$ cat src/common/trace_pkg.sv
// Pipeline trace package

package trace_pkg;

    localparam int tag_w      = 8;                   // Instruction tag, wraps mod 256
    localparam int fifo_depth = 16;                  // Records held in the queue
    localparam int fifo_ptr_w = $clog2(fifo_depth);
    localparam int stall_max  = 15;                  // Decode stall count saturates here

    // Host register map
    localparam logic [3:0] reg_lo   = 4'h0;          // Record word 0
    localparam logic [3:0] reg_hi   = 4'h4;          // Record word 1, read pops
    localparam logic [3:0] reg_stat = 4'h8;          // Level and overflow count

    localparam logic [1:0] resp_okay   = 2'b00;
    localparam logic [1:0] resp_slverr = 2'b10;

    ////////////////////////////////////////////////////////////////////
    // CPU side
    ////////////////////////////////////////////////////////////////////

    // One word per cycle, each field owned by a different stage
    typedef struct packed {
        logic [15:0] fetch_pc;       // Instruction in fetch
        logic [7:0]  decode_opcode;  // Instruction in decode
        logic [15:0] exe_result;     // Instruction in execute
        logic        mem_wr;         // Instruction in memory
        logic        wb_en;          // Instruction in write-back
        logic [4:0]  wb_reg;
        logic        stall;          // Fetch and decode hold
    } stage_in_t;

    typedef struct packed {
        logic             vld;
        logic [tag_w-1:0] tag;
    } tag_slot_t;

    typedef struct packed {
        tag_slot_t fetch;
        tag_slot_t decode;
        tag_slot_t exe;
        tag_slot_t mem;
        tag_slot_t wb;
    } stage_tags_t;

    ////////////////////////////////////////////////////////////////////
    // Trace record and host bus
    ////////////////////////////////////////////////////////////////////

    typedef struct packed {
        logic [tag_w-1:0] tag;
        logic [15:0]      pc;
        logic [7:0]       opcode;
        logic [3:0]       stall_cnt;
        logic             mem_wr;
        logic             wb_en;
        logic [4:0]       wb_reg;
        logic [4:0]       rsv;        // Always zero
        logic [15:0]      result;
    } trace_rec_t;

    // Same 64 bits seen as two bus words, word 0 is the low half
    typedef union packed {
        trace_rec_t       rec;
        logic [1:0][31:0] word;
    } trace_rec_u;

    typedef struct packed {
        logic        awvalid;
        logic [3:0]  awaddr;
        logic        wvalid;
        logic [31:0] wdata;
        logic        bready;
        logic        arvalid;
        logic [3:0]  araddr;
        logic        rready;
    } axil_req_t;

    typedef struct packed {
        logic        awready;
        logic        wready;
        logic        bvalid;
        logic [1:0]  bresp;
        logic        arready;
        logic        rvalid;
        logic [31:0] rdata;
        logic [1:0]  rresp;
    } axil_rsp_t;

endpackage

$ cat src/verilog/stage_capture.sv
// CPU stage bus capture
`timescale 1ns/1ns

module stage_capture (
    input  logic                clk,
    input  logic                rst_n,
    input  trace_pkg::stage_in_t cpu_in,     // Sampled every cycle, no handshake
    output trace_pkg::stage_in_t stage_q,
    output logic [3:0]          stall_cnt   // Stall run of the instruction in decode
);

    import trace_pkg::*;

    ////////////////////////////////////////////////////////////////////
    // Bus register
    ////////////////////////////////////////////////////////////////////

    // Reset value reads as a stalled bus so the tracker starts no fetch early
    always_ff @(posedge clk) begin
        if (!rst_n) begin
            stage_q       <= '0;
            stage_q.stall <= 1'b1;
        end else begin
            stage_q <= cpu_in;
        end
    end

    ////////////////////////////////////////////////////////////////////
    // Decode stall counter
    ////////////////////////////////////////////////////////////////////

    // Counts on the registered bus so it lines up with the tracker.
    // An unstalled stage_q cycle is the one where decode hands over;
    // the count is read then and cleared at the same edge
    always_ff @(posedge clk) begin
        if (!rst_n) begin
            stall_cnt <= '0;
        end else if (!stage_q.stall) begin
            stall_cnt <= '0;                                     // Handed on, start over
        end else if (stall_cnt < 4'(stall_max)) begin
            stall_cnt <= stall_cnt + 4'd1;                       // Decode held one more
        end
    end

    // Saturation holds across a long stall burst
    a_stall_sat : assert property (
        @(posedge clk) disable iff (!rst_n)
        stall_cnt == 4'(stall_max) && stage_q.stall |=> stall_cnt == 4'(stall_max)
    );

endmodule

$ cat config.mk
export PLATFORM = sky130hd
export DESIGN_NAME = stage_capture
export DESIGN_NICKNAME = d
export VERILOG_FILES = /design/src/common/trace_pkg.sv /design/src/verilog/stage_capture.sv
export SDC_FILE = /design/constraint.sdc
export NUM_CORES = 1
export LEC_CHECK = 0
export BUFFER_PORTS_ARGS = -buffer_cell sky130_fd_sc_hd__buf_2
export CAP_MARGIN = 20
export CORE_MARGIN = 4
export CORE_UTILIZATION = 36
export DETAILED_ROUTE_END_ITERATION = 8
export PLACE_DENSITY = 0.84
export RECOVER_POWER = 50
export SYNTH_ARGS = -nofsm -noshare
export SYNTH_HDL_FRONTEND = slang
export SYNTH_SLANG_ARGS = --single-unit
export TNS_END_PERCENT = 5
$ cat constraint.sdc
create_clock -name clk -period 1.33 [get_ports clk]
set_clock_uncertainty 0.2 [all_clocks]
set_input_delay 0.1995 -clock clk [delete_from_list [all_inputs] [get_ports clk]]
set_output_delay 0.1995 -clock clk [all_outputs]
set_load 0.03 [all_outputs]
; After elaboration in Yosys (flattened, before gate mapping)
; Index checks and enable logic that the tools add are counted.
[word_totals]
reg_bits = 52
inputBits = 50
output_inout_bits = 52
[classes]
add_sub_neg = 1
order_cmp = 1
reduce_logical = 1
[ops]
columns = cell, count
row1 = $add A4 B1 Y4 const B, 1
row2 = $lt A4 B4 Y1 const B, 1
row3 = $reduce_and A2 Y1, 1

; Depth between registers and ports, before layout
[depth]
ltp_word = 1
mapped_depth = 3
ltp_nobuf = 3

; Least setup slack after synthesis
; Ideal clock, no wire load.
[synth_timing]
path_kind = register to register
from = reg stall_cnt[0]
to = reg stall_cnt[3]
arrival_ns = 1.229
required_time_ns = 1.051
slack_ns = -0.178
path_stages_with_launch = 4
period_less_slack_ns = 1.508
path_cell_list = dfxtp_1 > ha_1 > and4b_1 > a211oi_2
[synth_between]
elab_chain_cells = 1
[synth_rtl]
columns = item, line
row1 = "start, declared", stage_capture.sv:9  ; output logic [3:0] stall_cnt
row2 = "start signal, assigned", stage_capture.sv:41  ; stall_cnt <= stall_cnt + 4'd1;
row3 = $add A4 B1 Y4 / $lt A4 B4 Y1 (equally long branches), "stage_capture.sv:41, stage_capture.sv:40"
; Several ways; a longest one is shown, not always the timed one.
; A chain may end at the register's enable or synchronous reset.

; Worst setup path in the final report
[layout_timing]
from = reg stall_cnt[0]
to = out stall_cnt[0]
; No word-level cell between the ends.

==> results.yml <==
pwr:
  seqPwrFrac: 0.542
  leakage_nw: 1.30
  switchingPower_mw: 0.760
  p_per_area_mw_per_mm2: 1150
  power.share.switching: 0.248
  power.internal_mw: 2.31
  pwr-share-comb: 0.172
  ir_drop_v: 0.000817
  p_total_mw: 3.07
  power_frac_clock: 0.286
timing:
  worst_pin_slew_ns: 0.201
  finalSetupTns_ns: 0
  finalCriticalPeriod_ns: 1.28
  hold_viol: 0
  fmax_mhz: 783
  finalSetupViolCount: 0
  fin_crit_sh: 0.960
  rsz0062_at_grt: "no"
  slew_headroom: 0.866
  slew_violations: 0
global_routing:
  grt_pass1_wl_um: 6440
  grt_usage: 0.163
  grt_pass1_vias: 1430
  grt_max_degree: 27
  grt_overflow_total: 0
  antenna_found_initial: 0
detailed_routing:
  wl_per_cell_um: 12.6
  wl_um: 4070
  ant_nets: 0
  drtPass1Iterations: 4
  viasPerCell: 4.22
  route.detailed.drc: 0
  num_vias: 1368
  drt_iter0_markers: 41
setup_path:
  worst_path_max_delay_cell: "dfxtp_4"
  crit_path_max_fanout: 6
  worstPathRequired_ns: 0.93
  cp_top_family: "flip-flops"
  start_kind: "register"
  crit_path_end_kind: "primary output"
  slowest_delay_ns: 0.39
  worstPathArrival_ns: 0.88
  worstPathCellList: "buf_2"
  criticalPathCategory: "register to primary output"
  critPathBufInv: 1
layout:
  drive_gt1_frac: 0.438
  multi_input_area_um2: 435
  fill_cells: 318
  seq_area_mm2: 0.00106
  antennaDiodeCount: 0
  fin_nets: 324
  area.growth.synth_to_final_pct: 79.1
logic_synthesis:
  yosysUniqueCellTypes: 17
  ys_seq_area_frac: 0.699
  yosysWarnings: 0
  postSynthCellCount: 120
  synth_top_area_frac: 0.699
  synth_top_area_cell: "dfxtp_1"
  synth_area_leaders: "dfxtp_1 70%, and2_1 20%, buf_2 1.7%, nand3_1 1.0%, a211oi_2 0.84%"
  ys.flop_type: "dfxtp_1"
  synth_area_mm2: 0.00149
  synth_edf_count: 0
  synth-seq-cells: 52
  synth_nets: 171
  syn_avg_cell_area_um2: 12.4
  synth_common_cells: "52 x dfxtp_1, 47 x and2_1, 5 x buf_2"
  synthArstFlopShare: 0
  yosysMostFrequentCell: "dfxtp_1"
cts:
  cts-root-buf: "clkbuf_8"
  cts_buffers: 5
  cts.sinks: 52
  path_clk_slew_ns: 0.08
  cts.path.max_buffers: 2
  cts_tree: "yes"
  clock_latency_ns: 0.29
  h-tree-depth: 2
floorplanning:
  die_area_mm2: 0.00523
  initial_core_util: 0.372
  die_w_um: 72.3
  io_pins: 102
  fp.coreArea_mm2: 0.00400
  die_y_um: 72.3
  rows: 23
placement:
  dpl.hpwl_um: 2460
  place.gp.congestion: 0.768
  numPortBuffers: 101
job:
  maxCapViolCount: 0
run_status:
  status: "complete, no violations"
hold_path:
  holdCritPathClass: "input port to register"
-- registers in the layout (all words and copies together) (netlist names) --
name	count
stall_cnt	4
stage_q	48
-- worst paths after layout --
check	from	endpoint	slack (ns)	cells past startpoint
setup / recovery	stall_cnt[0]$_SDFFE_PN0N_	stall_cnt[0]	0.05	1
hold / removal	rst_n	stage_q[41]$_SDFF_PN0_	0.12	3
hold reg to reg	stall_cnt[3]$_SDFFE_PN0N_	stall_cnt[3]$_SDFFE_PN0N_	0.28	1
setup reg to reg	stall_cnt[0]$_SDFFE_PN0N_	stall_cnt[3]$_SDFFE_PN0N_	0.10	3
-- per-layer routing --
metal | vias to the layer above | GRT usage | part of all wire
met5 | - | 0 | 0
met4 | 0 | 0.0710 | 0.031
met3 | 14 | 0.0734 | 0.095
met2 | 67 | 0.302 | 0.54
met1 | 607 | 0.152 | 0.34
li1 | 680 | - | -
-- cell type report --
class / instances / area share
clock buffers: 8 / 0.0338
flip-flops and latches: 52 / 0.397
multi-input cells: 63 / 0.163
well taps: 50 / 0.0235
repair buffers: 151 / 0.383
-- what timing repair did --
item,CTS,global route
gates resized for setup,3,6
hold endpoints to repair,48,0
endpoints found under the setup margin,3,4
hold buffers,48,0
setup buffers,0,0
-- logic make-up after synthesis --
logic type               count (synthesis)  share of synthesized area
multiplexers                             1                    0.00672
adder cells (fa/ha/maj)                  1                    0.00840
AO/OA/AOI/OAI                            4                     0.0218
AND/OR/NAND/NOR                         57                      0.247
buffers and inverters                    5                     0.0168
flip-flops                              52                      0.699
-- through the flow --
stage	area, um2	hold WS, ns	cells	utilization	worst slack, ns
after floorplan	1500	0.0959	120	-	0.0424
after global placement	2070	0.190	268	0.517	0.0978
after detailed placement	2070	0.193	268	0.517	0.0637
after CTS	2650	0.106	324	0.661	0.00708
after global routing	2670	0.134	324	0.667	0.0126
final	2670	0.124	324	0.667	0.0529
-- power by group through the flow --
| stage | sequential, mW | clock [mW] | combinational (mW) |
|---|---|---|---|
| after CTS | 1.66 | 0.923 | 0.525 |
| final | 1.66 | 0.877 | 0.527 |
| after detailed placement | 1.70 | 0 | 0.416 |
| after floorplan | 1.87 | 0 | 0.0761 |
| after global placement | 1.70 | 0 | 0.409 |
| after global routing | 1.67 | 0.979 | 0.567 |
-- cells in the final DEF, fill, tap and decap left out, drive strengths merged, types with 3 or more instances in the layout --
master and n:
dlygate4sd3 48, buf 100, dfxtp 52, and2 47, clkbuf 11, nand3 3
No activity file was read; power rests on OpenSTA's default activity.
