--- src/common/trace_pkg.sv ---
// Pipeline trace package

package trace_pkg;

    localparam int tag_w      = 8;                   // Instruction tag, wraps mod 256
    localparam int fifo_depth = 16;                  // Records held in the queue
    localparam int fifo_ptr_w = $clog2(fifo_depth);
    localparam int stall_max  = 15;                  // Decode stall count saturates here

    // Host register map
    localparam logic [3:0] reg_lo   = 4'h0;          // Record word 0
    localparam logic [3:0] reg_hi   = 4'h4;          // Record word 1, read pops
    localparam logic [3:0] reg_stat = 4'h8;          // Level and overflow count

    localparam logic [1:0] resp_okay   = 2'b00;
    localparam logic [1:0] resp_slverr = 2'b10;

    ////////////////////////////////////////////////////////////////////
    // CPU side
    ////////////////////////////////////////////////////////////////////

    // One word per cycle, each field owned by a different stage
    typedef struct packed {
        logic [15:0] fetch_pc;       // Instruction in fetch
        logic [7:0]  decode_opcode;  // Instruction in decode
        logic [15:0] exe_result;     // Instruction in execute
        logic        mem_wr;         // Instruction in memory
        logic        wb_en;          // Instruction in write-back
        logic [4:0]  wb_reg;
        logic        stall;          // Fetch and decode hold
    } stage_in_t;

    typedef struct packed {
        logic             vld;
        logic [tag_w-1:0] tag;
    } tag_slot_t;

    typedef struct packed {
        tag_slot_t fetch;
        tag_slot_t decode;
        tag_slot_t exe;
        tag_slot_t mem;
        tag_slot_t wb;
    } stage_tags_t;

    ////////////////////////////////////////////////////////////////////
    // Trace record and host bus
    ////////////////////////////////////////////////////////////////////

    typedef struct packed {
        logic [tag_w-1:0] tag;
        logic [15:0]      pc;
        logic [7:0]       opcode;
        logic [3:0]       stall_cnt;
        logic             mem_wr;
        logic             wb_en;
        logic [4:0]       wb_reg;
        logic [4:0]       rsv;        // Always zero
        logic [15:0]      result;
    } trace_rec_t;

    // Same 64 bits seen as two bus words, word 0 is the low half
    typedef union packed {
        trace_rec_t       rec;
        logic [1:0][31:0] word;
    } trace_rec_u;

    typedef struct packed {
        logic        awvalid;
        logic [3:0]  awaddr;
        logic        wvalid;
        logic [31:0] wdata;
        logic        bready;
        logic        arvalid;
        logic [3:0]  araddr;
        logic        rready;
    } axil_req_t;

    typedef struct packed {
        logic        awready;
        logic        wready;
        logic        bvalid;
        logic [1:0]  bresp;
        logic        arready;
        logic        rvalid;
        logic [31:0] rdata;
        logic [1:0]  rresp;
    } axil_rsp_t;

endpackage

--- src/tracker/pipe_tag_tracker.sv ---
// Five stage tag tracker
`timescale 1ns/1ns

module pipe_tag_tracker (
    input  logic                  clk,
    input  logic                  rst_n,
    input  logic                  stall,   // From the registered bus
    output trace_pkg::stage_tags_t tags
);

    import trace_pkg::*;

    stage_tags_t      tags_q;
    logic [tag_w-1:0] fetch_ctr;           // Next tag handed to fetch
    logic [tag_w-1:0] last_wb_tag;         // Previous retired tag
    logic             wb_seen;             // At least one retire since reset

    ////////////////////////////////////////////////////////////////////
    // Stage advance
    ////////////////////////////////////////////////////////////////////

    always_ff @(posedge clk) begin
        if (!rst_n) begin
            tags_q    <= '0;                // All stages empty
            fetch_ctr <= '0;
        end else begin
            // Back end never waits
            tags_q.wb  <= tags_q.mem;
            tags_q.mem <= tags_q.exe;

            if (stall) begin
                // Fetch and decode keep their instruction, a bubble goes to execute
                tags_q.exe.vld <= 1'b0;
                tags_q.exe.tag <= tags_q.decode.tag;
            end else begin
                tags_q.exe       <= tags_q.decode;
                tags_q.decode    <= tags_q.fetch;
                tags_q.fetch.vld <= 1'b1;      // Fetch stays busy from here on
                tags_q.fetch.tag <= fetch_ctr;
                fetch_ctr        <= fetch_ctr + tag_w'(1);
            end
        end
    end

    assign tags = tags_q;

    ////////////////////////////////////////////////////////////////////
    // Retire order check
    ////////////////////////////////////////////////////////////////////

    always_ff @(posedge clk) begin
        if (!rst_n) begin
            wb_seen <= 1'b0;
        end else if (tags_q.wb.vld) begin
            wb_seen <= 1'b1;
        end
    end

    always_ff @(posedge clk) begin
        if (tags_q.wb.vld) begin
            last_wb_tag <= tags_q.wb.tag;
        end
    end

    // Bubbles may sit between retires but tags never skip or repeat
    a_wb_in_order : assert property (
        @(posedge clk) disable iff (!rst_n)
        tags_q.wb.vld && wb_seen |-> tags_q.wb.tag == last_wb_tag + tag_w'(1)
    );

endmodule

--- config.mk ---
export PLATFORM = sky130hd
export DESIGN_NAME = pipe_tag_tracker
export DESIGN_NICKNAME = d
export VERILOG_FILES = /design/src/common/trace_pkg.sv /design/src/tracker/pipe_tag_tracker.sv
export SDC_FILE = /design/constraint.sdc
export NUM_CORES = 1
export LEC_CHECK = 0
export ABC_AREA = 1
export ABC_CLOCK_PERIOD_IN_PS = 1000
export BUFFER_PORTS_ARGS = -buffer_cell sky130_fd_sc_hd__buf_2
export CAP_MARGIN = 10
export CORE_MARGIN = 2
export CORE_UTILIZATION = 36
export CTS_CLUSTER_SIZE = 10
export DETAILED_ROUTE_END_ITERATION = 7
export HOLD_SLACK_MARGIN = 0.15
export MAX_ROUTING_LAYER = met4
export PLACE_DENSITY = 0.68
export SLEW_MARGIN = 20
export SYNTH_ARGS = -nofsm -noshare
export SYNTH_HDL_FRONTEND = slang
export SYNTH_SLANG_ARGS = --single-unit
--- constraint.sdc ---
create_clock -name clk -period 1 [get_ports clk]
set_input_delay 0.1 -clock clk [delete_from_list [all_inputs] [get_ports clk]]
set_output_delay 0.1 -clock clk [all_outputs]
set_load 0.005 [all_outputs]
Word level (Yosys, flattened, before mapping)
Index checks and enable logic that the tools add are counted.
Word-level totals
  flip-flop bits (word level): 53
  bits in latches: 0
  RAM bits: 0
  ROM bits: 0
  input port bits: 3
  output and inout bits: 45
  logic and storage cells: 14
  memories kept: 0
Cells by class
  add/sub/neg operators: 1
  multiply operators: 0
  div/mod/pow operators: 0
  $lt $le $gt $ge: 0
  equality and inequality tests: 0
  shift-type cells: 0
  muxes and demuxes: 0
  bitwise operators: 1
  reductions and logical operators: 1
Operator list (count)
  8-bit by 1-bit adder with 8-bit output (second input constant): 1
  2-bit OR reduction: 1
  1-bit inverter: 1

Longest topological paths before layout
Gate-level depths: netlist (run 1).
  word-level depth: 2
  depth in mapped cells: 7

Worst setup path after synthesis (run 1)
Ideal clock, no wire load.
  path kind: register to register
  start: register fetch_ctr[0]
  end: register fetch_ctr[6]
  setup time: 113 ps
  data arrival time: 921 ps
  required time: 887 ps
  path slack: -34 ps
  cell stages (with the launch flop): 7
  path buffers: 0
  clock period less this slack: 1034 ps
  cell sequence: dfxtp_1 ha_1 nand3_1 nor2_1 nand2_1 nand2_1 nor2_1
On the way
  longest elaborated chain between the ends: 1
Ends and longest elaborated chain
  from (decl): line pipe_tag_tracker.sv:14  | logic [tag_w-1:0] fetch_ctr;
  from (signal assigned): line pipe_tag_tracker.sv:40  | fetch_ctr <= fetch_ctr + tag_w'(1);
  8-bit by 1-bit adder with 8-bit output: line pipe_tag_tracker.sv:40
Every way passes these cells.
A chain may end at the register's enable or synchronous reset.

Final worst setup path (run 1)
  start: register fetch_ctr[0]
  end: register fetch_ctr[5]
Same word-level chain as after synthesis.

==> impl_metrics.toml, run 1 <==
[synth]
seq_area_frac_synth_pct = 62.49
synth.top_cell.area_share_pct = 62.49
yosysWarningCount = 0
synthTopCellsByCount = "dfxtp_1, nand2_1, inv_1, nor2_1, a21oi_1"
synth_nets = 204
yosysTopAreaCell = "dfxtp_1"
synth_most_common_cell = "dfxtp_1"
synthFlopType = "dfxtp_1"
syn-instance-count = 200
netlist_area_mm2 = 0.001698
synth-async-reset-ratio_pct = 0
synth.area.top_cells = "dfxtp_1, nand2_1, inv_1"
ys_ff_latch = 53
synth_cell_types = 15
synth_edf_count = 0
syn_avg_cell_area_um2 = 8.489

[timing]
finalCriticalPeriod_ns = 1.025
fin_skew_ns = 0.004634
rsz0062_at_grt = "true"
layout_setup_ws_ns = -0.02526
fin_crit_sh_pct = 102.5
setup_viol = 3
maxSlewViolCount = 0
tightest_slew_ns = 0.3577
hold_viol_final = 0
max-slew-margin-rel_pct = 76.09
fmax_mhz = 975.4

[detailed_routing]
postRouteAntennaNets = 0
drt-initial-drc-count = 62
drc = 0
drt-vias-per-instance = 4.428
vias = 1377
wirelength_um = 3103
wl_met2_um = 1528
wl_met3_um = 184
drtPass1Iterations = 6
met1_length_um = 1361
top_layer_used = "met4"
wl_per_cell_um = 9.977

[pwr]
irDropWorstVdd_uv = 617.0
power.density_mw_per_mm2 = 1762
power_leakage_nw = 1.260

[placement]
hpwl_um = 2235
place_congestion = 0.7677
io_buffers = 47
post_dp_cell_area_mm2 = 0.002029
placed_cells = 300

[setup_path]
path_buf_inv = 1
crit_path_end = "fetch_ctr[5]$_SDFFE_PN0N_"
reg2reg_depth = 6
r2r_end = "fetch_ctr[5]$_SDFFE_PN0N_"
worst-path-stages = 6
crit_path_end_kind = "register"
r2r_slack_ns = -0.03
crit_required_ns = 1.20
worst-setup-path-type = "register to register"
slowest_delay_ns = 0.37
cp_slowest_cell = "dfxtp_2"
r2r-start = "fetch_ctr[0]$_SDFFE_PN0N_"
path_max_fanout = 4
startpoint = "fetch_ctr[0]$_SDFFE_PN0N_"
critPathLaunchType = "register"
cp.arrival_ns = 1.22
crit_family = "simple AND/OR/NAND/NOR gates"
cp_cell_sequence = "buf_6, nand2_4, nor2_4, nand2_2, nor2_2, nor2_1"

[cells_and_area]
final_nets = 262
area_growth_pct = 30.43
layout.cells.non_filler = 311
antenna_cells = 0
drive_gt1_share_pct = 29.34
finalInstanceArea_mm2 = 0.002215

[grt]
grt_start_max_net_pins = 21
antenna_found_initial = 0
grt-ovfl-total = 0
grt_pass1_vias = 1175
grt_pass1_wl_um = 5092
grtUsageTotal_pct = 12.75

[die]
design.portCount = 48
die_w_um = 72.68
dieArea_mm2 = 0.005282
coreArea_mm2 = 0.004444
die_h_um = 72.68
initial_core_util_pct = 38.20
rows = 24

[clocking]
clock_path_buffers = 2
cts_buffers = 5
htreeDepth = 2
cts_tree = "yes"
hold_buffers = 2
cts.sinks = 53
clock_latency_ns = 0.29
clock_tree.root_cell = "clkbuf_8"
path_clk_slew_ns = 0.08

[run_status]
outcome = "complete, but fails checks"
violations = "setup timing"

[run]
cap_violations = 0

[worst_hold_path]
hold_class = "input pin to register"
## timing repair
item	in CTS	in global routing
buffers inserted	1	0
pin swaps	2	6
gates cloned	0	0
endpoints found under the setup margin	2	4
gates resized for setup	2	10
endpoints found under the hold margin	2	1
## how the worst min path moves through the flow
stage,from,end,slack (ns),depth (start not counted)
6_report,stall,tags[37]$_SDFFE_PN0N_,0.15,4
5_1_grt,stall,tags[37]$_SDFFE_PN0N_,0.14,4
4_1_cts,stall,tags[37]$_SDFFE_PN0N_,0.15,4
3_5_place_dp,tags[15]$_SDFF_PN0_,tags[6]$_SDFF_PN0_,0.42,2
3_3_place_gp,tags[26]$_SDFF_PP0_,tags[17]$_SDFF_PN0_,0.42,2
2_1_floorplan,stall,tags[37]$_SDFFE_PN0N_,0.32,3
## worst reg2reg max path, cell delays in order (launching register included)
cell	delay, ns
dfxtp_2	0.37
buf_6	0.12
nand2_4	0.04
nor2_4	0.15
nand2_2	0.08
nor2_2	0.11
nor2_1	0.05
## layer usage
metal	GRT usage, %	vias up
met5	-	-
met3	4.696	3
met1	14.36	617
met2	20.61	42
met4	4.938	0
li1	-	715
## metrics by stage
step           worst slack (ns)  utilization (%)  power (mW)  setup TNS, ns  hold slack, ns
5_1_grt                 -0.1031            49.83       4.090        -0.3623          0.1427
2_1_floorplan          0.001200                -       2.414              0          0.3187
3_5_place_dp           -0.01821            45.66       2.541       -0.01821          0.4175
6_report               -0.02526            49.83       3.902       -0.04724          0.1456
3_3_place_gp            0.01532            45.66       2.534              0          0.4151
4_1_cts                0.003147            48.85       3.942              0          0.1518
## sequential cells by signal, summed over array words and instances, names as in the netlist
signal / cells
fetch_ctr: 8
tags: 45
## where the power goes
group | internal, mW | switching, mW | leakage, nW
clock | 0.751 | 0.643 | 0.0554
combinational | 0.128 | 0.146 | 0.771
sequential | 2.19 | 0.0432 | 0.434
## cell families after synthesis
kind of cell    share of synthesized area (%)
compound gates                          9.137
fa+ha+maj                              0.7368
simple gates                            16.88
flops                                   62.49
buf+inv                                 10.76
## cells in the final DEF, fill, tap and decap left out, types with 2 or more instances in the layout
cell type / Yosys / final
nand2_1: 44 / 43
buf_4: 0 / 7
nand2_4: 0 / 2
a21oi_1: 15 / 15
dfxtp_1: 53 / 50
nand3_1: 4 / 3
o21ai_0: 9 / 9
buf_2: 8 / 47
nor2_2: 0 / 2
buf_6: 0 / 3
dfxtp_2: 0 / 3
nor2_1: 19 / 17
dlygate4sd3_1: 0 / 2
clkbuf_8: 0 / 5
inv_1: 37 / 37
a22oi_1: 4 / 4
## final cells by class
class	instances	area, µm²
inverters	38	142.6
multi-input cells	101	489.2
well taps	52	65.06
clock inverters	2	38.79
flip-flops and latches	53	1065
clock buffers	6	72.57
fillers	419	2230
repair buffers	59	341.6
(Power assumes the default switching activity.)
==> run 2, diff against run 1 <==
- ABC_CLOCK_PERIOD_IN_PS: 1000 -> 900
- clock period: 1 -> 0.9 ns (I/O delays scaled with it)
==> impl_metrics.toml, run 2 (same netlist as run 1, synthesis figures left out) <==
[die]
coreArea_mm2 = 0.004444
dieArea_mm2 = 0.005282
design.portCount = 48
rows = 24
die_w_um = 72.68
die_h_um = 72.68
initial_core_util_pct = 38.20

[placement]
io_buffers = 47
placed_cells = 299
hpwl_um = 2345
place_congestion = 0.7086

[clocking]
path_clk_slew_ns = 0.09
cts.sinks = 53
cts_tree = "yes"
clock_tree.root_cell = "clkbuf_8"
htreeDepth = 2
clock_latency_ns = 0.30
cts_buffers = 5
clock_path_buffers = 2

[cells_and_area]
largest_register_ffs = 45
area_growth_pct = 30.07
antenna_cells = 0
drive_gt1_share_pct = 33.46
layout.cells.non_filler = 309
layout_commonest_cell = "buf_2"
final_nets = 260
mostFrequentLayoutCells = "buf_2, nand2_1, dfxtp_1"

[detailed_routing]
drt-vias-per-instance = 4.398
postRouteAntennaNets = 0
vias = 1359
wl_per_cell_um = 10.48
wirelength_um = 3239
drtPass1Iterations = 4
drc = 0
drt-initial-drc-count = 54

[grt]
grt-ovfl-total = 0
grt_pass1_vias = 1150
grtUsageTotal_pct = 13.14
antenna_found_initial = 0
grt_start_max_net_pins = 21
grt_pass1_wl_um = 5161

[setup_path]
worst-setup-path-type = "register to register"
path_max_fanout = 5
startpoint = "fetch_ctr[2]$_SDFFE_PN0N_"
crit_required_ns = 1.15
r2r_end = "fetch_ctr[7]$_SDFFE_PN0N_"
critPathLaunchType = "register"
r2r-start = "fetch_ctr[2]$_SDFFE_PN0N_"
reg2reg_depth = 6
cp.arrival_ns = 1.18
crit_path_end_kind = "register"
r2r_slack_ns = -0.03
crit_path_end = "fetch_ctr[7]$_SDFFE_PN0N_"

[pwr]
power.density_mw_per_mm2 = 1948
power_mw = 4.301
irDropWorstVdd_uv = 604.2
power_leakage_nw = 1.245

[timing]
finalCriticalPeriod_ns = 0.9342
fin_skew_ns = 0.009018
layout_setup_ws_ns = -0.03425
setup_viol = 3
maxSlewViolCount = 0
fmax_mhz = 1070
tightest_slew_ns = 0.3685
max-slew-margin-rel_pct = 75.37
hold_viol_final = 0
fin_crit_sh_pct = 103.8
rsz0062_at_grt = "true"
fin_hold_ws_ns = 0.1823

[run_status]
violations = "setup timing"
outcome = "complete, but fails checks"

[run]
cap_violations = 0

[worst_hold_path]
hold_class = "input pin to register"
==> run 2: worst min-delay path by stage <==
stage	cells past startpoint	slack, ns	from	end
after floorplan	3	0.31	stall	tags[37]$_SDFFE_PN0N_
after global placement	3	0.41	rst_n	tags[21]$_SDFF_PN0_
after detailed placement	3	0.40	rst_n	tags[23]$_SDFF_PN0_
after CTS	3	0.18	stall	tags[31]$_SDFFE_PN0N_
after global routing	4	0.19	stall	tags[37]$_SDFFE_PN0N_
final	3	0.18	stall	tags[33]$_SDFFE_PN0N_
==> run 2: area by class of cell <==
| class | count | area (µm²) |
|---|---|---|
| timing repair buffer | 57 | 321.6 |
| clock buffer | 8 | 111.4 |
| multi-input combinational | 101 | 481.7 |
| sequential | 53 | 1086 |
| tap | 52 | 65.06 |
| fill | 440 | 2236 |
| inverter | 38 | 142.6 |
==> run 2: through the flow <==
step	util [%]	setup slack, ns	area [µm²]	TNS, ns
after global routing	49.69	-0.1145	2208	-0.4167
after CTS	48.93	-0.03434	2175	-0.08269
after floorplan	-	-0.002520	1723	-0.002520
after detailed placement	45.97	-0.07265	2043	-0.4057
final	49.69	-0.03425	2208	-0.06734
after global placement	45.97	-0.03130	2043	-0.1999
==> run 2: worst max-delay path, stage by stage, from the launching register on <==
cell     delay, ns
dfxtp_4       0.38
nand2_2       0.07
nor2_4        0.17
nand3_2       0.08
nand2_1       0.07
inv_1         0.04
nor2_1        0.08
==> run 2: report_power, final <==
part / switching, mW / internal (mW)
Combinational: 0.157 / 0.135
Sequential: 0.0504 / 2.43
Clock: 0.729 / 0.795
==> run 2: repair_timing <==
action | CTS | global route
hold endpoints to repair | 6 | 0
gates resized for setup | 7 | 13
setup endpoints to repair | 7 | 17
pin swaps | 1 | 0
hold buffers | 1 | 0
buffers inserted | 0 | 1
==> run 2: metal layers <==
metal	vias to the layer above	share of wire, %	wire length [µm]	global-route usage [%]
li1	708	-	-	-
met1	610	43	1400	15.21
met2	36	50	1625	20.81
met3	5	5.7	184	5.249
met4	0	0.90	29	4.321
met5	-	0	0	-
