`src/common/trace_pkg.sv`:
```
// Pipeline trace package

package trace_pkg;

    localparam int tag_w      = 8;                   // Instruction tag, wraps mod 256
    localparam int fifo_depth = 16;                  // Records held in the queue
    localparam int fifo_ptr_w = $clog2(fifo_depth);
    localparam int stall_max  = 15;                  // Decode stall count saturates here

    // Host register map
    localparam logic [3:0] reg_lo   = 4'h0;          // Record word 0
    localparam logic [3:0] reg_hi   = 4'h4;          // Record word 1, read pops
    localparam logic [3:0] reg_stat = 4'h8;          // Level and overflow count

    localparam logic [1:0] resp_okay   = 2'b00;
    localparam logic [1:0] resp_slverr = 2'b10;

    ////////////////////////////////////////////////////////////////////
    // CPU side
    ////////////////////////////////////////////////////////////////////

    // One word per cycle, each field owned by a different stage
    typedef struct packed {
        logic [15:0] fetch_pc;       // Instruction in fetch
        logic [7:0]  decode_opcode;  // Instruction in decode
        logic [15:0] exe_result;     // Instruction in execute
        logic        mem_wr;         // Instruction in memory
        logic        wb_en;          // Instruction in write-back
        logic [4:0]  wb_reg;
        logic        stall;          // Fetch and decode hold
    } stage_in_t;

    typedef struct packed {
        logic             vld;
        logic [tag_w-1:0] tag;
    } tag_slot_t;

    typedef struct packed {
        tag_slot_t fetch;
        tag_slot_t decode;
        tag_slot_t exe;
        tag_slot_t mem;
        tag_slot_t wb;
    } stage_tags_t;

    ////////////////////////////////////////////////////////////////////
    // Trace record and host bus
    ////////////////////////////////////////////////////////////////////

    typedef struct packed {
        logic [tag_w-1:0] tag;
        logic [15:0]      pc;
        logic [7:0]       opcode;
        logic [3:0]       stall_cnt;
        logic             mem_wr;
        logic             wb_en;
        logic [4:0]       wb_reg;
        logic [4:0]       rsv;        // Always zero
        logic [15:0]      result;
    } trace_rec_t;

    // Same 64 bits seen as two bus words, word 0 is the low half
    typedef union packed {
        trace_rec_t       rec;
        logic [1:0][31:0] word;
    } trace_rec_u;

    typedef struct packed {
        logic        awvalid;
        logic [3:0]  awaddr;
        logic        wvalid;
        logic [31:0] wdata;
        logic        bready;
        logic        arvalid;
        logic [3:0]  araddr;
        logic        rready;
    } axil_req_t;

    typedef struct packed {
        logic        awready;
        logic        wready;
        logic        bvalid;
        logic [1:0]  bresp;
        logic        arready;
        logic        rvalid;
        logic [31:0] rdata;
        logic [1:0]  rresp;
    } axil_rsp_t;

endpackage

```
`src/verilog/trace_fifo.sv`:
```
// Trace record FIFO
`timescale 1ns/1ns

module trace_fifo (
    input  logic                 clk,
    input  logic                 rst_n,
    input  logic                 push,      // No back-pressure, dropped when full
    input  trace_pkg::trace_rec_t din,
    input  logic                 pop,
    output trace_pkg::trace_rec_t dout,     // Head record
    output logic [4:0]           level,
    output logic [7:0]           ovf_cnt,   // Dropped pushes, saturates
    input  logic                 ovf_clr
);

    import trace_pkg::*;

    trace_rec_t            mem [fifo_depth];
    logic [fifo_ptr_w-1:0] wr_ptr;
    logic [fifo_ptr_w-1:0] rd_ptr;
    logic                  full;
    logic                  do_push;
    logic                  drop;

    assign full    = level == 5'(fifo_depth);
    assign do_push = push && !full;
    assign drop    = push && full;               // Pop in the same cycle does not help
    assign dout    = mem[rd_ptr];

    always_ff @(posedge clk) begin
        if (do_push) begin
            mem[wr_ptr] <= din;
        end
    end

    always_ff @(posedge clk) begin
        if (!rst_n) begin
            wr_ptr <= '0;
            rd_ptr <= '0;
            level  <= '0;
        end else begin
            wr_ptr <= wr_ptr + fifo_ptr_w'(do_push);    // Pointers wrap at depth
            rd_ptr <= rd_ptr + fifo_ptr_w'(pop);
            level  <= level + 5'(do_push) - 5'(pop);
        end
    end

    // A clear still counts a drop in the same cycle
    always_ff @(posedge clk) begin
        if (!rst_n) begin
            ovf_cnt <= '0;
        end else if (ovf_clr) begin
            ovf_cnt <= {7'd0, drop};
        end else if (drop && ovf_cnt != 8'hff) begin
            ovf_cnt <= ovf_cnt + 8'd1;
        end
    end

    // The host slave must gate its pops on level
    a_no_pop_empty : assert property (
        @(posedge clk) disable iff (!rst_n) pop |-> level != '0
    );

endmodule

```
`config.mk`:
```
export PLATFORM = sky130hd
export DESIGN_NAME = trace_fifo
export DESIGN_NICKNAME = d
export VERILOG_FILES = /design/src/common/trace_pkg.sv /design/src/verilog/trace_fifo.sv
export SDC_FILE = /design/constraint.sdc
export NUM_CORES = 1
export LEC_CHECK = 0
export BUFFER_PORTS_ARGS = -buffer_cell sky130_fd_sc_hd__buf_2
export CORE_ASPECT_RATIO = 2
export CORE_MARGIN = 2
export CORE_UTILIZATION = 35
export DETAILED_ROUTE_END_ITERATION = 10
export HOLD_SLACK_MARGIN = 0.1
export MAX_ROUTING_LAYER = met4
export PLACE_DENSITY = 0.49
export SYNTH_ARGS = -nofsm -noshare
export SYNTH_HDL_FRONTEND = slang
export SYNTH_SLANG_ARGS = --single-unit
```
`constraint.sdc`:
```
create_clock -name clk -period 18 [get_ports clk]
set_input_delay 0.9 -clock clk [delete_from_list [all_inputs] [get_ports clk]]
set_output_delay 0.9 -clock clk [all_outputs]
set_load 0.01 [all_outputs]
```
==> Yosys cells after proc, flatten, opt, wreduce, memory -nomap -nowiden <==
Memories as Yosys holds them, arrays and structs flattened. A register that Yosys moved wholly into a read port is not among the register bits.
Cells that the tools add are included.
{ "op_classes": {"reduce_logical": 6, "bitwise": 1, "n_addsub": 5, "n_eq_ne": 2, "muxes": 5} }
{ "ops": {"columns": ["operator", "n"], "rows": [
  ["$add 4x1->4", 2],
  ["$add 8x1->8 const B", 1],
  ["$ne 8x8->1 const B", 1],
  ["$add 5x1->5", 1],
  ["$eq 5x5->1 const B", 1],
  ["$sub 5x1->5", 1],
  ["$mux 1", 4],
  ["$mux 4", 1],
  ["$logic_and 1x1->1", 3],
  ["$reduce_bool 2->1", 1],
  ["$reduce_or 2->1", 1],
  ["$logic_not 1->1", 1],
  ["$not 1->1", 1]
]} }
{ "word_totals": {"n_memories": 1, "wordCells": 25, "register_bits": 21, "mem_bits_rw": 1024, "out_inout_bits": 77} }
{ "mem_list": {"columns": ["name", "depth", "width", "read_ports", "rd_ports_with_merged_regs", "write_ports", "line", "rtl"], "rows": [
  ["mem", 16, 64, 1, 1, 1, "trace_fifo.sv:18", "trace_rec_t mem [fifo_depth];"]
]} }

==> Longest topological paths before layout <==
Gate-level depths: netlist of the first run.
{ "logic_depth": {"depth_word": 5, "ltp_mapped": 12, "depth_no_buf": 12} }

==> Worst setup path after synthesis of the first run <==
OpenSTA, ideal clock, no wires.
{ "synth_timing": {"path_type": "register -> register", "startpoint": "register level[2]", "endpoint": "memory mem[0][0] (netlist name) (enable)", "t_arrival_ns": 5.782, "setup_ns": 0.565, "synth_period_minus_slack_ns": 6.347, "path_stages_with_launch": 7, "path_slack_ns": 11.653, "n_path_buf": 0, "path_cell_list": "dfxtp_1 inv_1 ha_1 and4bb_2 nand2b_1 or3_1 nor3_1"} }
{ "synth_between": {"elab_chain_cells": 5} }
{ "synth_rtl": {"columns": ["element", "line", "rtl"], "rows": [
  ["start, declared", "trace_fifo.sv:11", "output logic [4:0] level,"],
  ["start signal, assigned", "trace_fifo.sv:44", "level <= level + 5'(do_push) - 5'(pop);"],
  ["$eq 5x5->1", "trace_fifo.sv:25", "assign full = level == 5'(fifo_depth);"],
  ["$logic_not 1->1", "trace_fifo.sv:26", "assign do_push = push && !full;"],
  ["$logic_and 1x1->1", "trace_fifo.sv:26", null],
  ["$mux 1", "trace_fifo.sv:31", "if (do_push) begin"],
  ["$mux 1 (implied by the code)", "trace_fifo.sv:32", "mem[wr_ptr] <= din;"],
  ["end, declared", "trace_fifo.sv:18", null]
]} }
No other way between the ends.

==> results of run 1 <==
## power by group through the flow
stage / clock network [uW] / registers (uW) / logic [uW]
after floorplan: 0 / 2820 / 301
after global placement: 0 / 2820 / 476
after detailed placement: 0 / 2830 / 485
after CTS: 2040 / 2780 / 486
after global routing: 2120 / 2780 / 515
final: 1980 / 2770 / 467
## flip-flops by register name, indices dropped and copies added, names as in the netlist
register	count
mem	1024
wr_ptr	4
ovf_cnt	8
rd_ptr	4
level	5
## synthesized netlist by cell type (all sizes together), types with 4 or more instances
cell type / instances
xor2: 4
dfxtp: 21
o21ai: 7
nand2: 69
inv: 9
ha: 11
edfxtp: 1024
nor3: 5
a21oi: 6
or3: 4
nor2: 16
mux4: 256
buf: 50
nand3: 10
clkbuf: 38
and2: 13
a22oi: 128
## metal layers
metal,GRT usage,share of wire,vias to the layer above
met3,0.0307,0.044,106
li1,-,-,7633
met5,-,0,-
met2,0.301,0.53,414
met4,0.0412,0.016,0
met1,0.218,0.41,10027
## worst register-to-register path, stage by stage (launching register included)
cell and delay [ns]:
dfxtp_1 0.37, inv_1 0.09, ha_1 0.17, and4bb_2 0.28, nand2b_1 0.25, inv_1 0.15
nand3b_1 0.29, nor2_4 0.63, buf_4 0.46, buf_4 0.76
## final cells by class
class,count,area share
Inverter,9,0.000750
Sequential cell,1045,0.692
Antenna cell,9,0.000500
Timing Repair Buffer,194,0.0246
Clock buffer,113,0.0538
Clock inverter,56,0.0129
Multi-Input combinational cell,556,0.174
Tap cell,1496,0.0416
## cell families after synthesis
kind of cell,after synthesis,share of synthesized area
muxes,258,0.147
buffers and inverters,97,0.0136
DFF,1045,0.791
xor gates and xnor gates,7,0.00156
adders and majority gates,12,0.00400
and+or+nand+nor,131,0.0153
AOI/OAI and AO/OA,148,0.0275
## path summary, 6_finish.rpt
check | start | endpoint | slack (ns) | cells past startpoint
setup / recovery | rd_ptr[0]$_SDFF_PN0_ | dout[39] | 10.78 | 8
hold / removal | ovf_cnt[7]$_SDFFE_PP0P_ | ovf_cnt[7]$_SDFFE_PP0P_ | 0.50 | 1
setup reg to reg | level[3]$_SDFF_PN0_ | mem[5][14]$_DFFE_PP_ | 14.14 | 9
hold reg to reg | ovf_cnt[7]$_SDFFE_PP0P_ | ovf_cnt[7]$_SDFFE_PP0P_ | 0.50 | 1
## stage by stage
| step | power [uW] | instances | worst slack [ns] |
|---|---|---|---|
| 6_report | 5220 | 3478 | 10.78 |
| 3_5_place_dp | 3310 | 3300 | 11.14 |
| 5_1_grt | 5420 | 3478 | 10.00 |
| 3_3_place_gp | 3300 | 3300 | 11.15 |
| 4_1_cts | 5300 | 3469 | 10.37 |
| 2_1_floorplan | 3130 | 1698 | 11.65 |
==> impl_summary.md, run 1 <==
Logic synthesis
The count of flip-flops with a built-in enable after synthesis is 1,024. For this run, the register share of the synthesized area comes to 0.791. The share of Yosys cell area claimed by the top area cell type is 0.781. The net count after synthesis is between 1,500 and 2,000. The prevailing post-synth register cell is edfxtp_1. The number of library cell types mapped by synthesis is 38.

Yosys attributes the largest share of cell area to edfxtp_1, mux4_2, a22oi_1. The top cell type by total area after synthesis is edfxtp_1. The netlist area before placement is roughly 39,000 um2. The average instance in the mapped netlist occupies roughly 23 um2. After synthesis, the share of flip-flops with an asynchronous set or reset is 0. Synthesis produced about 1,700 cells. Yosys printed 0 warnings. In this run, synthesis produced a sequential element count of about 1,000.

Routing
The via-per-instance ratio is ~5.2. The number of antenna-violating nets in the routed design is 0. The violation count after the first detailed-routing iteration is ~1,400. The number of iterations in the first detailed-routing pass is 5. Dividing the detail-routed wire length by the instance count gives about 28 um. For this run, design rule violations remaining after detail routing come to 0. The total number of vias is between 15,000 and 20,000. Wires add up to a little under 100 mm.

Placement
The placer's final routability congestion estimate is around 0.7. In this run the cell area measured after placement is around 42,000 um2. Detailed placement finished with a half-perimeter wire length of between 50 and 60 mm. The count of input and output buffers is ~150.

Run status
The run finished with clean final reports.

Layout
The number of filler instances in the final layout is 9,852. Relative to the synthesized area, the layout overhead comes to 14.3%. In the final layout, the share of cells above drive strength 1 is 0.308.

Across the whole layout, storage elements account for roughly 31,000 um2. The end-of-flow core utilization is 0.402. The library cells used most frequently in the layout, excluding fill and tap cells, are edfxtp_1, mux4_2, buf_2.

With fillers left out, the area of the finished cells amounts to between 40,000 and 50,000 um2. The final layout contains 1,978 nets. The area occupied by multi-input gates is roughly 7800 um2. Leaving out fill and tap cells, the most frequent cell in the layout is edfxtp_1.

Critical path
Traced cell by cell, the critical path runs through buf_4 > buf_4 > buf_4 > buf_4 > mux4_2 > a22oi_1 > nand2_1 > buf_2. STA classifies the critical path endpoint as an output pin. Together, buffers and inverters on the worst path number 5. The critical path data required time is approximately 17 ns.

The cell family with the largest share of critical-path delay is buffers and inverters. On the worst path, the slowest cell contributes a delay of ~0.91 ns. The critical path is of the reg -> out type. The nature of the critical path startpoint is a flop. The largest fanout of any net on the critical path is 49. The arrival time at the worst endpoint is between 6 and 7 ns. The cell that appears most often on the critical path is buf_4. Among all stages on the critical path, the largest delay is contributed by dfxtp_4.

Clocking
The tree is rooted in a clkbuf_16. The number of clock buffers inserted by TritonCTS is 91. The count of clock tree sinks is around 1,000.

The number of buffers added to fix hold violations after cts is 0. After clock tree synthesis, the setup repair step added 0 buffers. TritonCTS built the clock tree.

Counting along the longest clock path gives a buffer depth of 3. For the worst-skew pair, the clock arrives at the later sink with an insertion delay of roughly 0.7 ns. Clock-pin slew was measured on the worst setup and hold paths at ~0.060 ns. Post-CTS repair changed the size of 0 cells. In this run the number of H-tree levels came out at 3.

Timing
The worst slew margin relative to its limit is 0.220. Derived from the worst setup path, the maximum achievable clock frequency is 139 MHz. The number of endpoints with negative hold slack in the final report is 0.

The final clock skew is about 0.045 ns. The slew at the pin with the worst max-slew slack is roughly 1.2 ns. Setup repair after global routing left no endpoint under its margin.

The number of max-slew violations in the final report is 0. The worst hold slack across all endpoints is 0.500 ns. The period utilization is 0.401. The shortest period the worst path allows is around 7.2 ns.

The sum of negative setup slack is 0 ns. The number of endpoints failing setup at the final stage is 0.

Floorplanning
The floorplan die area is 115,000 um2. The die height is about 480 um. The floorplan step set the die width to approximately 240 um.

The number of primary I/O pins is between 100 and 150. The starting density of the core is 0.351. In this run the core area contains 174 standard-cell rows. The core region area is around 110,000 um2.

GRT
The sum of overflow across all layers after global routing is 0. The first global-routing pass estimated roughly 140 mm of wire. The maximum number of pins on one net before global-route repair is around 150. The number of antenna violations at the first check in global routing is 10.

The via count of the first global-routing pass was 19,504. The overall track demand over capacity in global routing is 0.176.

Power
Summed over all nets, the switching power comes to between 1000 and 1500 uW. Of the total power, the clock network draws 0.379. The share of total power dissipated in combinational logic is 0.089. The internal power of the cells totals 4040 uW. Of the total power, the share spent switching nets is 0.226. Of the total power, registers draw 0.531. IR analysis of the VDD net gives a maximum drop of about 0.084 mV.

The leakage power summed over all cells is roughly 0.014 uW. The total power per unit cell area is around 120 nW/um2.

Flow run
The tool flagged a number of max-cap violations equal to 0.

Hold path
In this run the worst hold path is classified as reg -> reg.
(Power assumes the default switching activity.)
==> run 2: changes to the inputs <==
- ABC_AREA: not set -> 1
- PLACE_DENSITY: 0.49 -> 0.51
- clock period: 18 -> 6.3 ns (I/O delays scaled with it)
==> run 2 against run 1 <==
  * Critical path depth up 1
  * Non-clock buffer count up 64
  * Cell count is 51% higher
  * First-iteration DRC count is 29% higher
  * Combinational power increased to 3.5 times the previous value
  * Critical path type unchanged
  * Largest cell class unchanged
==> impl_summary.md, run 2 <==
Routing
After detailed routing, the number of vias per cell comes to between 4 and 5. The routed layout has around 26,000 vias. Wires add up to approximately 110 mm. After detailed routing, the number of remaining DRC violations is 0. The violation count after the first detailed-routing iteration is around 1,800. The number of iterations in the first detailed-routing pass is 7. The routed length per instance is approximately 21 um. The detail route stage leaves a number of antenna-violating nets equal to 0.

Layout
The area of all sequential standard cells is about 31,000 um2. The number of filler instances in the final layout is approximately 11,000. The end-of-flow core utilization is 0.402. The library cell used most frequently in the layout, excluding fill and tap cells, is edfxtp_1. The register with the most flip-flops is mem. The growth of design area from synthesis to finish is 14.4%. In the final layout, the registers with the most flip-flops are mem x1024, ovf_cnt x8, level x5. The area occupied by multi-input gates is a little over 9000 um2. In the layout the commonest cells are edfxtp_1, nand2_1, nor2_1. Of the cells placed in the final design, the portion with a size suffix greater than 1 is 0.0961. The number of flip-flops in the largest register is slightly above 1,000. The final layout contains 3,685 nets.

Logic synthesis
The gate count of the mapped netlist is 3,463. The number of different library cells used by synthesis comes to 26. The average instance area after synthesis is roughly 12 um2.

The share of async-settable or async-resettable flops after synthesis is 0. Of the post-synthesis cell area, the dominant cell type holds 0.729. The count of flip-flops with a built-in enable after synthesis is between 1,000 and 1,500.

The register bit count reported by yosys is roughly 1,000. The top cell type by total area after synthesis is edfxtp_1. By area the synthesized netlist is led by edfxtp_1, nand2_1, nor2_1. Counting every net in the synthesized netlist gives 3,544. The prevailing post-synth register cell is edfxtp_1. Among all cell types in the netlist, the one instantiated most often is edfxtp_1. The netlist area before placement is about 42,000 um2. By count the netlist is led by edfxtp_1, nand2_1, nor2_1.

The number of warnings reported in the yosys synthesis log is 0. The sequential cell area fraction in the yosys report is 0.739.

Timing
Dividing the final minimum period by the clock period gives 0.685. The number of max-slew violations in the final report is 0. The final clock skew is roughly 0.038 ns. In this run the tightest slew margin relative to its limit is 0.126. The slew at the pin with the worst max-slew slack is 1.31 ns.

Setup violations remaining at the end of the flow were counted as 0. For this run, the top clock speed supported by timing is 232 MHz. The smallest clock period supported by the final layout is computed as between 4 and 5 ns.

For the final routed database, the setup TNS stands at 0 ns. Setup repair after global routing left no endpoint under its margin. The number of endpoints with negative hold slack in the final report is 0.

Flow run
Max-cap violations in this run came to 0.

Floorplanning
The die is between 200 and 250 um wide. For this configuration, the core starts out at a cell density of 0.352. The die height is between 400 and 500 um. The floorplan die area is about 120,000 um2. The site row count is 180. The region available for standard cell placement spans about 120,000 um2.

146 I/O pins were placed.

Critical path
The critical path data required time is about 6.0 ns. The category of the critical setup timing path is reg -> out. The type of element capturing the critical path is an output pin.

In this run the worst path has a maximum fanout of 169. The arrival time at the worst endpoint is around 4.0 ns. The worst setup path is launched from a flop.

Clocking
Clock latency on the worst-skew pair, taken at its later pin, is between 0.7 and 0.8 ns. After clock tree synthesis, the clock-pin slew on the worst setup and hold paths is 0.07 ns. Hold repair after CTS inserted 70 buffers. The count of clock tree sinks is 1,045. In this run the post-CTS setup repair buffer count came out at 0. The number of H-tree levels is 3. The buffer cell driving the clock tree root is clkbuf_16. In this run, CTS created clock tree buffers numbering 94. Counting along the longest clock path gives a buffer depth of 3. The clock tree from TritonCTS is done.

The number of resized instances in the post-cts repair step is 0.

GRT
The maximum number of pins on one net before global-route repair is around 220. The overall track demand over capacity in global routing is 0.184. The number of antenna violations at the first check in global routing is 10.

The sum of overflow across all layers after global routing is 0. The first global-routing pass estimated between 150 and 200 mm of wire. The via count of the first global-routing pass is between 20,000 and 30,000.

Run status
The flow ran to the end, and the final reports show no timing, DRC or antenna violations.

Placement
Routability-driven placement finished with a final weighted congestion of between 0.7 and 0.8. The detailed-placement wirelength estimate is roughly 57 mm. The count of input and output buffers is around 150.

Power
Dividing total power by cell area gives a power density of roughly 320 nW/um2. The maximum resistive drop on vdd is around 0.18 mV. The leakage power summed over all cells is 0.0169 uW.

Hold path
The min-delay analysis places its worst path in the category in -> reg.
-- run 2: final cells by class --
cell class | count | area share
Sequential cell | 1045 | 0.646
Multi-Input combinational cell | 1976 | 0.192
Clock buffer | 109 | 0.0508
Tap cell | 1547 | 0.0401
Timing Repair Buffer | 258 | 0.0388
Inverter | 229 | 0.0184
Clock inverter | 65 | 0.0137
Antenna cell | 7 | 0.000363
-- run 2: routing by layer --
metal	track usage	wire length, um
met1	0.205	43400
met2	0.337	59300
met3	0.0238	4250
met4	0.0686	3580
met5	-	0
-- run 2: where the power goes --
| part | leakage, uW | total (uW) | internal (uW) | switching (uW) |
|---|---|---|---|---|
| clock | 0.00152 | 5850 | 3260 | 2590 |
| sequential | 0.00942 | 7910 | 7840 | 62.7 |
| combinational | 0.00597 | 1620 | 496 | 1120 |
-- run 2: kinds of logic (layout without fill, tap and decap cells) --
group / Yosys count / count (layout) / share of synthesized area
xor+xnor: 7 / 7 / 0.00145
other cells: 0 / 7 / 0
simple gates: 1491 / 1491 / 0.145
compound gates: 466 / 466 / 0.0671
fa+ha+maj: 12 / 12 / 0.00374
buf+inv: 442 / 661 / 0.0446
flops: 1045 / 1045 / 0.739
-- run 2: worst paths after layout --
path                                start                       to  slack [ns]  depth (start not counted)
setup / recovery     rd_ptr[0]$_SDFF_PN0_                 dout[62]        1.98                          9
hold / removal                    din[39]    mem[13][39]$_DFFE_PP_        0.51                          2
setup reg to reg      level[2]$_SDFF_PN0_     mem[5][22]$_DFFE_PP_        2.83                         10
hold reg to reg   ovf_cnt[3]$_SDFFE_PP0P_  ovf_cnt[3]$_SDFFE_PP0P_        0.51                          2
-- run 2: worst max-delay path, stage by stage, from the launching register on --
cell      delay (ns)
dfxtp_4         0.83
clkinv_8        0.73
buf_4           0.63
nand2_1         0.16
nand2_1         0.06
nand2_1         0.05
nand3_1         0.08
nand3_1         0.12
nand2_1         0.20
buf_2           0.21
-- run 2: metrics by stage --
stage,total power [uW],hold WS [ns],setup slack [ns],cells,cell area (um2)
detailed placement,9680,0.503,2.56,4985,44500
finish,15400,0.506,1.98,5236,48300
global placement,9670,0.505,2.48,4985,44500
global route,16000,0.521,1.62,5236,48300
CTS,15600,0.465,1.77,5229,48300
floorplan,9050,0.414,2.02,3463,42200
